$ cat src/include/lsu_settings.svh
/*
 * Global sizes for the load/store unit.
 * Include in any file that needs bus widths or the outstanding limit.
 * The counter width must hold values 0 up to LSU_MAX_OUTSTANDING.
 */
`ifndef LSU_SETTINGS_SVH
`define LSU_SETTINGS_SVH

`define LSU_ADDR_W          32  // Byte address
`define LSU_DATA_W          32  // One bus word
`define LSU_BE_W            4   // One enable per byte lane

// Transfers granted but not yet answered
`define LSU_MAX_OUTSTANDING 2
`define LSU_CNT_W           2   // Outstanding counter width

`endif
$ cat src/lsu_pkg.sv
/*
 * Types shared by the load/store unit blocks.
 * Holds the access size encoding, the per-transfer tracking record
 * and the split-access rule used on both the request and response side.
 */
`default_nettype none

package lsu_pkg;

  typedef enum logic [1:0] {
    LSU_SIZE_BYTE = 2'd0,
    LSU_SIZE_HALF = 2'd1,
    LSU_SIZE_WORD = 2'd2
  } lsu_size_e;

  // Tracking record, one per granted bus transfer
  typedef struct packed {
    lsu_size_e  size;      // Access size of the whole access
    logic       sign_ext;  // Sign extend load result
    logic       we;        // Store
    logic [1:0] offset;    // Low address bits of the original access
    logic       last;      // Only or second part of the access
  } lsu_txn_t;

  // Access crosses a word boundary and needs two transfers
  function automatic logic lsu_is_split(lsu_size_e size, logic [1:0] offset);
    return ((size == LSU_SIZE_WORD) && (offset != 2'b00)) ||
           ((size == LSU_SIZE_HALF) && (offset == 2'b11));
  endfunction

endpackage

`default_nettype wire

$ cat src/lsu_top.sv
/*
 * Load/store unit top level.
 * Core requests enter the splitter, granted transfers are tracked in the
 * queue, and bus responses are turned into one result per access.
 */
`timescale 1ns/1ps
`default_nettype none

`include "lsu_settings.svh"

module lsu_top (
  input  wire logic                    clk,
  input  wire logic                    rst_n,
  // Core request
  input  wire logic                    core_req_valid_i,
  input  wire logic [`LSU_ADDR_W-1:0]  core_addr_i,
  input  lsu_pkg::lsu_size_e           core_size_i,
  input  wire logic                    core_we_i,
  input  wire logic                    core_sign_ext_i,
  input  wire logic [`LSU_DATA_W-1:0]  core_wdata_i,
  output logic                         core_req_ready_o,
  // Bus request
  output logic                         bus_req_o,
  output logic [`LSU_ADDR_W-1:0]       bus_addr_o,
  output logic                         bus_we_o,
  output logic [`LSU_BE_W-1:0]         bus_be_o,
  output logic [`LSU_DATA_W-1:0]       bus_wdata_o,
  input  wire logic                    bus_gnt_i,
  // Bus response
  input  wire logic                    bus_rvalid_i,
  input  wire logic [`LSU_DATA_W-1:0]  bus_rdata_i,
  input  wire logic                    bus_err_i,
  // Result
  output logic                         res_valid_o,
  output logic [`LSU_DATA_W-1:0]       res_rdata_o,
  output logic                         res_err_o
);

  import lsu_pkg::*;

  logic     txn_push;   // Granted transfer
  lsu_txn_t txn_data;
  logic     txn_full;   // Outstanding limit reached
  lsu_txn_t txn_head;   // Oldest outstanding transfer
  logic     txn_busy;   // Any transfer outstanding

  lsu_req_split u_req_split (
    .clk              (clk),
    .rst_n            (rst_n),
    .core_req_valid_i (core_req_valid_i),
    .core_addr_i      (core_addr_i),
    .core_size_i      (core_size_i),
    .core_we_i        (core_we_i),
    .core_sign_ext_i  (core_sign_ext_i),
    .core_wdata_i     (core_wdata_i),
    .txn_full_i       (txn_full),
    .bus_gnt_i        (bus_gnt_i),
    .core_req_ready_o (core_req_ready_o),
    .bus_req_o        (bus_req_o),
    .bus_addr_o       (bus_addr_o),
    .bus_we_o         (bus_we_o),
    .bus_be_o         (bus_be_o),
    .bus_wdata_o      (bus_wdata_o),
    .txn_push_o       (txn_push),
    .txn_data_o       (txn_data)
  );

  lsu_txn_queue #(
    .DEPTH (`LSU_MAX_OUTSTANDING)
  ) u_txn_queue (
    .clk         (clk),
    .rst_n       (rst_n),
    .push_i      (txn_push),
    .push_data_i (txn_data),
    .pop_i       (bus_rvalid_i),  // Responses come back in order
    .full_o      (txn_full),
    .head_o      (txn_head),
    .busy_o      (txn_busy)
  );

  lsu_rdata_align u_rdata_align (
    .clk         (clk),
    .rst_n       (rst_n),
    .rvalid_i    (bus_rvalid_i),
    .rdata_i     (bus_rdata_i),
    .err_i       (bus_err_i),
    .txn_i       (txn_head),
    .res_valid_o (res_valid_o),
    .res_rdata_o (res_rdata_o),
    .res_err_o   (res_err_o)
  );

endmodule

`default_nettype wire

$ cat src/lsu_rdata_align.sv
/*
 * Response side of the load/store unit.
 * Saves the first word of a split load, assembles the access from one or
 * two bus words, picks the byte/halfword/word at the offset and extends it.
 * Errors of all parts are merged into the single result of the access.
 */
`timescale 1ns/1ps
`default_nettype none

`include "lsu_settings.svh"

module lsu_rdata_align (
  input  wire logic                    clk,
  input  wire logic                    rst_n,
  input  wire logic                    rvalid_i,
  input  wire logic [`LSU_DATA_W-1:0]  rdata_i,
  input  wire logic                    err_i,
  input  lsu_pkg::lsu_txn_t            txn_i,      // Record of the answered transfer
  output logic                         res_valid_o,
  output logic [`LSU_DATA_W-1:0]       res_rdata_o,
  output logic                         res_err_o
);

  import lsu_pkg::*;

  logic [`LSU_DATA_W-1:0]   rdata_q;     // Lower word of a split load
  logic                     err_q;       // Error seen on the first part
  logic                     split;
  logic [2*`LSU_DATA_W-1:0] src;         // Upper word new, lower word saved
  logic [2*`LSU_DATA_W-1:0] shifted;
  logic [`LSU_DATA_W-1:0]   ext;

  assign split = lsu_is_split(txn_i.size, txn_i.offset);

  //////////////////////////////////////////////////////////////////////
  // First part capture
  //////////////////////////////////////////////////////////////////////

  always_ff @(posedge clk)
  begin
    if (rvalid_i && !txn_i.last && !txn_i.we)
      rdata_q <= rdata_i;  // Raw word whose upper bytes are used later
  end

  always_ff @(posedge clk, negedge rst_n)
  begin
    if (!rst_n)
      err_q <= 1'b0;
    else if (rvalid_i)
      err_q <= txn_i.last ? 1'b0 : err_i;  // Cleared once the access completes
  end

  //////////////////////////////////////////////////////////////////////
  // Assembly and extension
  //////////////////////////////////////////////////////////////////////

  // Split access puts the new word above the saved one before the shift down
  assign src     = split ? {rdata_i, rdata_q} : {{`LSU_DATA_W{1'b0}}, rdata_i};
  assign shifted = src >> {txn_i.offset, 3'b000};

  always_comb
  begin
    case (txn_i.size)
      LSU_SIZE_BYTE: ext = {{24{txn_i.sign_ext & shifted[7]}}, shifted[7:0]};
      LSU_SIZE_HALF: ext = {{16{txn_i.sign_ext & shifted[15]}}, shifted[15:0]};
      default:       ext = shifted[31:0];  // Word needs no extension
    endcase
  end

  assign res_valid_o = rvalid_i && txn_i.last;   // One result per access
  assign res_rdata_o = txn_i.we ? '0 : ext;      // Stores return zero
  assign res_err_o   = res_valid_o && (err_i || err_q);

endmodule

`default_nettype wire

$ cat src/lsu_txn_queue.sv
/*
 * In-order queue of tracking records for outstanding bus transfers.
 * Push on every grant, pop on every response. The count of entries
 * doubles as the outstanding-transfer limit seen by the request side.
 */
`timescale 1ns/1ps
`default_nettype none

`include "lsu_settings.svh"

module lsu_txn_queue #(
  parameter int DEPTH = `LSU_MAX_OUTSTANDING
) (
  input  wire logic           clk,
  input  wire logic           rst_n,
  input  wire logic           push_i,       // Transfer granted
  input  lsu_pkg::lsu_txn_t   push_data_i,
  input  wire logic           pop_i,        // Response received
  output logic                full_o,
  output lsu_pkg::lsu_txn_t   head_o,       // Record of the oldest transfer
  output logic                busy_o
);

  import lsu_pkg::*;

  // Counter grows with DEPTH beyond the default width
  localparam int CNT_W = ($clog2(DEPTH + 1) > `LSU_CNT_W) ? $clog2(DEPTH + 1) : `LSU_CNT_W;
  localparam int PTR_W = (DEPTH > 1) ? $clog2(DEPTH) : 1;

  localparam logic [CNT_W-1:0] CNT_FULL = CNT_W'(DEPTH);
  localparam logic [PTR_W-1:0] PTR_LAST = PTR_W'(DEPTH - 1);

  lsu_txn_t         mem_q [DEPTH];  // Record storage
  logic [PTR_W-1:0] wr_ptr_q;
  logic [PTR_W-1:0] rd_ptr_q;
  logic [CNT_W-1:0] cnt_q;          // Outstanding transfers

  assign full_o = (cnt_q == CNT_FULL);
  assign busy_o = (cnt_q != '0);
  assign head_o = mem_q[rd_ptr_q];

  // Pointers and count
  always_ff @(posedge clk, negedge rst_n)
  begin
    if (!rst_n)
    begin
      wr_ptr_q <= '0;
      rd_ptr_q <= '0;
      cnt_q    <= '0;
    end
    else
    begin
      if (push_i)
        wr_ptr_q <= (wr_ptr_q == PTR_LAST) ? '0 : wr_ptr_q + 1'b1;
      if (pop_i)
        rd_ptr_q <= (rd_ptr_q == PTR_LAST) ? '0 : rd_ptr_q + 1'b1;
      case ({push_i, pop_i})
        2'b10:   cnt_q <= cnt_q + 1'b1;
        2'b01:   cnt_q <= cnt_q - 1'b1;
        default: cnt_q <= cnt_q;  // Idle, or grant and response together
      endcase
    end
  end

  // Record write
  always_ff @(posedge clk)
  begin
    if (push_i)
      mem_q[wr_ptr_q] <= push_data_i;
  end

endmodule

`default_nettype wire

$ cat src/lsu_req_split.sv
/*
 * Request side of the load/store unit.
 * Turns one core access into one or two bus transfers, builds the byte
 * enables and lane-rotated store data, and pushes a tracking record for
 * every granted transfer. The core request is acknowledged with the last grant.
 */
`timescale 1ns/1ps
`default_nettype none

`include "lsu_settings.svh"

module lsu_req_split (
  input  wire logic                    clk,
  input  wire logic                    rst_n,
  input  wire logic                    core_req_valid_i,
  input  wire logic [`LSU_ADDR_W-1:0]  core_addr_i,
  input  lsu_pkg::lsu_size_e           core_size_i,
  input  wire logic                    core_we_i,
  input  wire logic                    core_sign_ext_i,
  input  wire logic [`LSU_DATA_W-1:0]  core_wdata_i,
  input  wire logic                    txn_full_i,       // No free tracking slot
  input  wire logic                    bus_gnt_i,
  output logic                         core_req_ready_o,
  output logic                         bus_req_o,
  output logic [`LSU_ADDR_W-1:0]       bus_addr_o,
  output logic                         bus_we_o,
  output logic [`LSU_BE_W-1:0]         bus_be_o,
  output logic [`LSU_DATA_W-1:0]       bus_wdata_o,
  output logic                         txn_push_o,
  output lsu_pkg::lsu_txn_t            txn_data_o
);

  import lsu_pkg::*;

  logic [1:0] offset;       // Byte offset inside the word
  logic       split;        // Access needs two transfers
  logic       phase_q;      // Second part of a split access pending
  logic       granted;      // Transfer accepted by the bus
  logic       last_part;    // Current transfer finishes the access

  assign offset    = core_addr_i[1:0];
  assign split     = lsu_is_split(core_size_i, offset);
  assign last_part = !split || phase_q;

  //////////////////////////////////////////////////////////////////////
  // Bus request
  //////////////////////////////////////////////////////////////////////

  // Held low while the queue is full, even if a response frees a slot now
  assign bus_req_o = core_req_valid_i && !txn_full_i;
  assign granted   = bus_req_o && bus_gnt_i;

  // Second part goes to the next word, lane 0 upward
  assign bus_addr_o = phase_q ? {core_addr_i[`LSU_ADDR_W-1:2] + 1'b1, 2'b00} : core_addr_i;
  assign bus_we_o   = core_we_i;

  // Byte enables
  always_comb
  begin
    bus_be_o = 4'b0000;
    case (core_size_i)
      LSU_SIZE_BYTE: bus_be_o = 4'b0001 << offset;
      LSU_SIZE_HALF:
      begin
        if (phase_q)
          bus_be_o = 4'b0001;                        // Upper byte of offset-3 half
        else
          bus_be_o = (4'b0011 << offset);            // Offset 3 leaves only lane 3
      end
      LSU_SIZE_WORD:
      begin
        if (phase_q)
          bus_be_o = ~(4'b1111 << offset);           // Remaining low lanes
        else
          bus_be_o = (4'b1111 << offset);
      end
      default: bus_be_o = 4'b0000;
    endcase
  end

  // Store data moved so byte 0 lands on the lane at the offset; same data for both parts
  always_comb
  begin
    case (offset)
      2'b00:   bus_wdata_o = core_wdata_i;
      2'b01:   bus_wdata_o = {core_wdata_i[23:0], core_wdata_i[31:24]};
      2'b10:   bus_wdata_o = {core_wdata_i[15:0], core_wdata_i[31:16]};
      default: bus_wdata_o = {core_wdata_i[7:0], core_wdata_i[31:8]};
    endcase
  end

  //////////////////////////////////////////////////////////////////////
  // Phase and tracking
  //////////////////////////////////////////////////////////////////////

  always_ff @(posedge clk, negedge rst_n)
  begin
    if (!rst_n)
      phase_q <= 1'b0;
    else if (granted)
      phase_q <= split && !phase_q;  // First grant of a split access moves to part two
  end

  assign core_req_ready_o = granted && last_part;  // Access done with its last grant

  assign txn_push_o = granted;

  always_comb
  begin
    txn_data_o.size     = core_size_i;
    txn_data_o.sign_ext = core_sign_ext_i;
    txn_data_o.we       = core_we_i;
    txn_data_o.offset   = offset;
    txn_data_o.last     = last_part;
  end

endmodule

`default_nettype wire

$ cat config.mk
export PLATFORM = sky130hd
export DESIGN_NAME = lsu_top
export DESIGN_NICKNAME = d
export VERILOG_FILES = /design/src/lsu_pkg.sv /design/src/lsu_top.sv /design/src/lsu_rdata_align.sv /design/src/lsu_txn_queue.sv /design/src/lsu_req_split.sv
export VERILOG_INCLUDE_DIRS = /design/src /design/src/include
export SDC_FILE = /design/constraint.sdc
export NUM_CORES = 1
export LEC_CHECK = 0
export ABC_AREA = 1
export BUFFER_PORTS_ARGS = -buffer_cell sky130_fd_sc_hd__buf_2
export CAP_MARGIN = 25
export CORE_ASPECT_RATIO = 1.25
export CORE_MARGIN = 2
export CORE_UTILIZATION = 50
export CTS_CLUSTER_DIAMETER = 150
export DETAILED_ROUTE_END_ITERATION = 8
export GPL_TIMING_DRIVEN = 0
export PLACE_DENSITY = 0.83
export SETUP_SLACK_MARGIN = 0.15
export SLEW_MARGIN = 15
export SYNTH_ARGS = -nofsm -noshare
export SYNTH_HDL_FRONTEND = slang
export SYNTH_SLANG_ARGS = --single-unit
$ cat constraint.sdc
create_clock -name clk -period 3.3 [get_ports clk]
set_clock_uncertainty 0.1 [all_clocks]
set_input_delay 0.165 -clock clk [delete_from_list [all_inputs] [get_ports clk]]
set_output_delay 0.165 -clock clk [all_outputs]
set_load 0.01 [all_outputs]
==> metrics <==
endpoint required time on the critical path=3030 ps; ranking of synthesized cells by area=sky130_fd_sc_hd__edfxtp_1, sky130_fd_sc_hd__nand2_1, sky130_fd_sc_hd__inv_1, sky130_fd_sc_hd__a21oi_1, sky130_fd_sc_hd__nand3_1; Gate power share=73.3%; total power draw=4.71 mW; Port Buffers=210; total number of vias=between 6000 and 7000; GRT overflow=0; predominant post-synthesis flop cell=sky130_fd_sc_hd__edfxtp_1; area share of the largest cell type after synthesis=about 23%; CP Launch Type=register; count of pins on the block boundary=211; Mapped Area=0.00511 mm^2; switching part of the total power=a little over half; leading cell type by number of instances after synthesis=sky130_fd_sc_hd__nand2_1; mean routed wirelength per cell=between 10 and 15 um; setup bufs post-CTS=0; final weighted congestion of routability-driven global placement=between 0.9 and 1; CP Data Arrival Time=2850 ps; diode count=0; clock buffers created by TritonCTS=5; category of the worst setup path capture point=primary output; horizontal die dimension=between 90 and 100 um; sw power=about 2.5 mW; clock tree from TritonCTS=built; number of endpoints failing setup at the final stage=0; Seq pwr share=approximately 16%; final critical path time including I/O delays and setup=a little over 3000 ps; number of nets in the finished design=1133; CP Class=register to primary output; hold violation total from the final report=0; fraction of registers with async set or reset after synthesis=about an eighth; count of antenna-violating nets left after detailed routing=0; Max Buffers Root-to-Sink=2; max-cap violations=0; Global Route Usage Sum=about 30%; final hold slack=approximately 7.6 ps; Skew-Pair Late Insertion Delay=about 300 ps; number of clock sinks seen by CTS=45; worst voltage drop across the vdd grid=approximately 300 uV; pwr/cell area=702 mW/mm^2; vias in the first global route=between 5000 and 6000; level count of the clock H-tree=2; core area=~0.010 mm^2; via/cell ratio=roughly 5.5; portion of total power attributed to the clock network=between 10% and 20%; total number of placement rows=41; leakage component of the power=between 3 and 4 nW; status=completed; post-DP HPWL=roughly 13 mm; largest net degree at the start of global routing=26; Final Max Tran Viols=0; first-pass GRT wire length=roughly 26 mm; cell-internal power=~2.2 mW; Fmax achieved=between 0.3 and 0.4 GHz; Initial DRT Pass Iterations=7; slew of the pin with the lowest slew margin=roughly 860 ps; final worst-path cycle share=between 90% and 100%; Max transition margin=a little over two fifths; list of most frequent post-synthesis cells=sky130_fd_sc_hd__nand2_1, sky130_fd_sc_hd__inv_1, sky130_fd_sc_hd__a21oi_1; path type of the worst min-delay path=primary input to register; area delta synth->final=31.2%; RSZ-0062 raised after global routing=true; starting density of the core=50.9%; total die area=~0.011 mm^2; Root Buffer=sky130_fd_sc_hd__clkbuf_16; worst-path fanout max=11; DRC viols=0; count of flip-flops with a built-in enable after synthesis=39; synthesized instance count=777; aggregate routed wire length=17.1 mm; number of flip-flops and latches in the synthesized netlist=45; number of violations reported at the end of detailed-routing iteration 0=around 340; layout cell share with drive strength beyond 1=a little over a quarter; sequential area share after synthesis=between 20 and 30%; Clock transition at path regs=about 60 ps; vertical extent of the die=117 um; cell type with the highest aggregate area in the netlist=sky130_fd_sc_hd__edfxtp_1; Synthesized Nets=around 900; initial antenna violation count=0; Netlist cell types=48; YS warnings=0; syn_area_per_cell=approximately 6.6 um^2
==> power groups by stage <==
| stage | Combinational [mW] | Sequential [mW] | Clock [mW] |
|---|---|---|---|
| 2_1_floorplan | 2.32 | 0.761 | 0 |
| 3_3_place_gp | 3.32 | 0.769 | 0 |
| 3_5_place_dp | 3.34 | 0.768 | 0 |
| 4_1_cts | 3.38 | 0.757 | 0.515 |
| 5_1_grt | 3.79 | 0.765 | 0.534 |
| 6_report | 3.45 | 0.755 | 0.504 |
==> cells by family (layout without fill, tap and decap cells) <==
logic type | count (synthesis) | after routing | synth area share (%)
AO/OA/AOI/OAI | 213 | 213 | 24.7
XOR/XNOR | 31 | 31 | 5.31
adder cells (fa/ha/maj) | 10 | 10 | 2.45
buffers and inverters | 178 | 418 | 14.6
flip-flops | 45 | 45 | 25.8
multiplexers | 2 | 2 | 0.391
AND/OR/NAND/NOR | 298 | 299 | 26.8
==> flip-flops by register name, indices dropped and copies added, names as in the netlist <==
name	cells
u_txn_queue.mem_q	14
u_req_split.phase_q	1
u_txn_queue.rd_ptr_q	1
u_rdata_align.err_q	1
u_rdata_align.rdata_q	25
u_txn_queue.cnt_q	2
u_txn_queue.wr_ptr_q	1
==> layer usage <==
layer / vias up / track usage (%) / part of all wire [%]
met1: 2782 / 35.3 / 37
met3: 44 / 5.31 / 10
met4: 0 / 12.2 / 2.9
met2: 379 / 53.7 / 50
li1: 3087 / - / -
met5: - / 0 / 0
==> worst max-delay path, cell delays in order, from the launching register on <==
cell,delay [ps]
sky130_fd_sc_hd__dfrtp_1,390
sky130_fd_sc_hd__buf_6,160
sky130_fd_sc_hd__o21ai_1,600
sky130_fd_sc_hd__clkinv_1,470
sky130_fd_sc_hd__clkbuf_1,470
sky130_fd_sc_hd__a21oi_1,300
sky130_fd_sc_hd__buf_2,170
==> area by class of cell <==
cell class | instances | area [um^2]
fill | 951 | 3340
multi-input combinational | 555 | 3070
sequential | 45 | 1320
timing repair buffer | 232 | 1270
inverter | 133 | 502
buffer | 45 | 244
tap | 129 | 161
clock buffer | 5 | 125
clock inverter | 3 | 21.3
==> placed cells by master (no fill, tap or decap), types with 6 or more instances in the layout <==
cell	n
sky130_fd_sc_hd__a21oi_1	92
sky130_fd_sc_hd__dlygate4sd3_1	22
sky130_fd_sc_hd__buf_2	213
sky130_fd_sc_hd__xnor2_1	12
sky130_fd_sc_hd__ha_1	10
sky130_fd_sc_hd__dfrtp_1	6
sky130_fd_sc_hd__o21ai_2	9
sky130_fd_sc_hd__nand2_1	156
sky130_fd_sc_hd__nand3_1	60
sky130_fd_sc_hd__inv_1	129
sky130_fd_sc_hd__xor2_1	19
sky130_fd_sc_hd__clkbuf_1	20
sky130_fd_sc_hd__edfxtp_1	39
sky130_fd_sc_hd__nand2_2	8
sky130_fd_sc_hd__o22ai_1	32
sky130_fd_sc_hd__o21ai_0	22
sky130_fd_sc_hd__nor2_1	43
sky130_fd_sc_hd__a211oi_1	32
sky130_fd_sc_hd__buf_6	6
sky130_fd_sc_hd__nor3_1	8
sky130_fd_sc_hd__o21ai_1	14
sky130_fd_sc_hd__buf_1	11
==> per-stage QoR <==
| stage | setup WS, ps | util [%] | TNS [ps] | cells | cell area, um^2 |
|---|---|---|---|---|---|
| 2_1_floorplan | 310 | - | 0 | 777 | 5110 |
| 3_3_place_gp | -902 | 62.9 | -22500 | 1116 | 6330 |
| 3_5_place_dp | 148 | 63.0 | 0 | 1116 | 6330 |
| 4_1_cts | 165 | 66.7 | 0 | 1146 | 6700 |
| 5_1_grt | 142 | 66.8 | 0 | 1147 | 6710 |
| 6_report | 183 | 66.8 | 0 | 1147 | 6710 |
==> timing repair <==
item | in CTS | in global routing
pin swaps | 1 | 1
endpoints found under the setup margin | 13 | 25
gates cloned | 0 | 1
endpoints found under the hold margin | 30 | 0
resized for setup | 0 | 1
hold buffers | 22 | 0
==> path summary, 6_finish.rpt <==
kind                                      start                   endpoint  cells past startpoint  slack, ps
min reg2reg                u_txn_queue.cnt_q[1]       u_txn_queue.cnt_q[1]                      1        370
max in group asynchronous                 rst_n       u_txn_queue.wr_ptr_q                      2       2840
max reg2reg                u_txn_queue.rd_ptr_q  u_rdata_align.rdata_q[12]                      5        260
min                             bus_rdata_i[15]  u_rdata_align.rdata_q[15]                      1          8
max                        u_txn_queue.rd_ptr_q            res_rdata_o[15]                      6        180
min in group asynchronous                 rst_n        u_rdata_align.err_q                      2        110
Note: power is estimated with default switching activity, not from simulation.
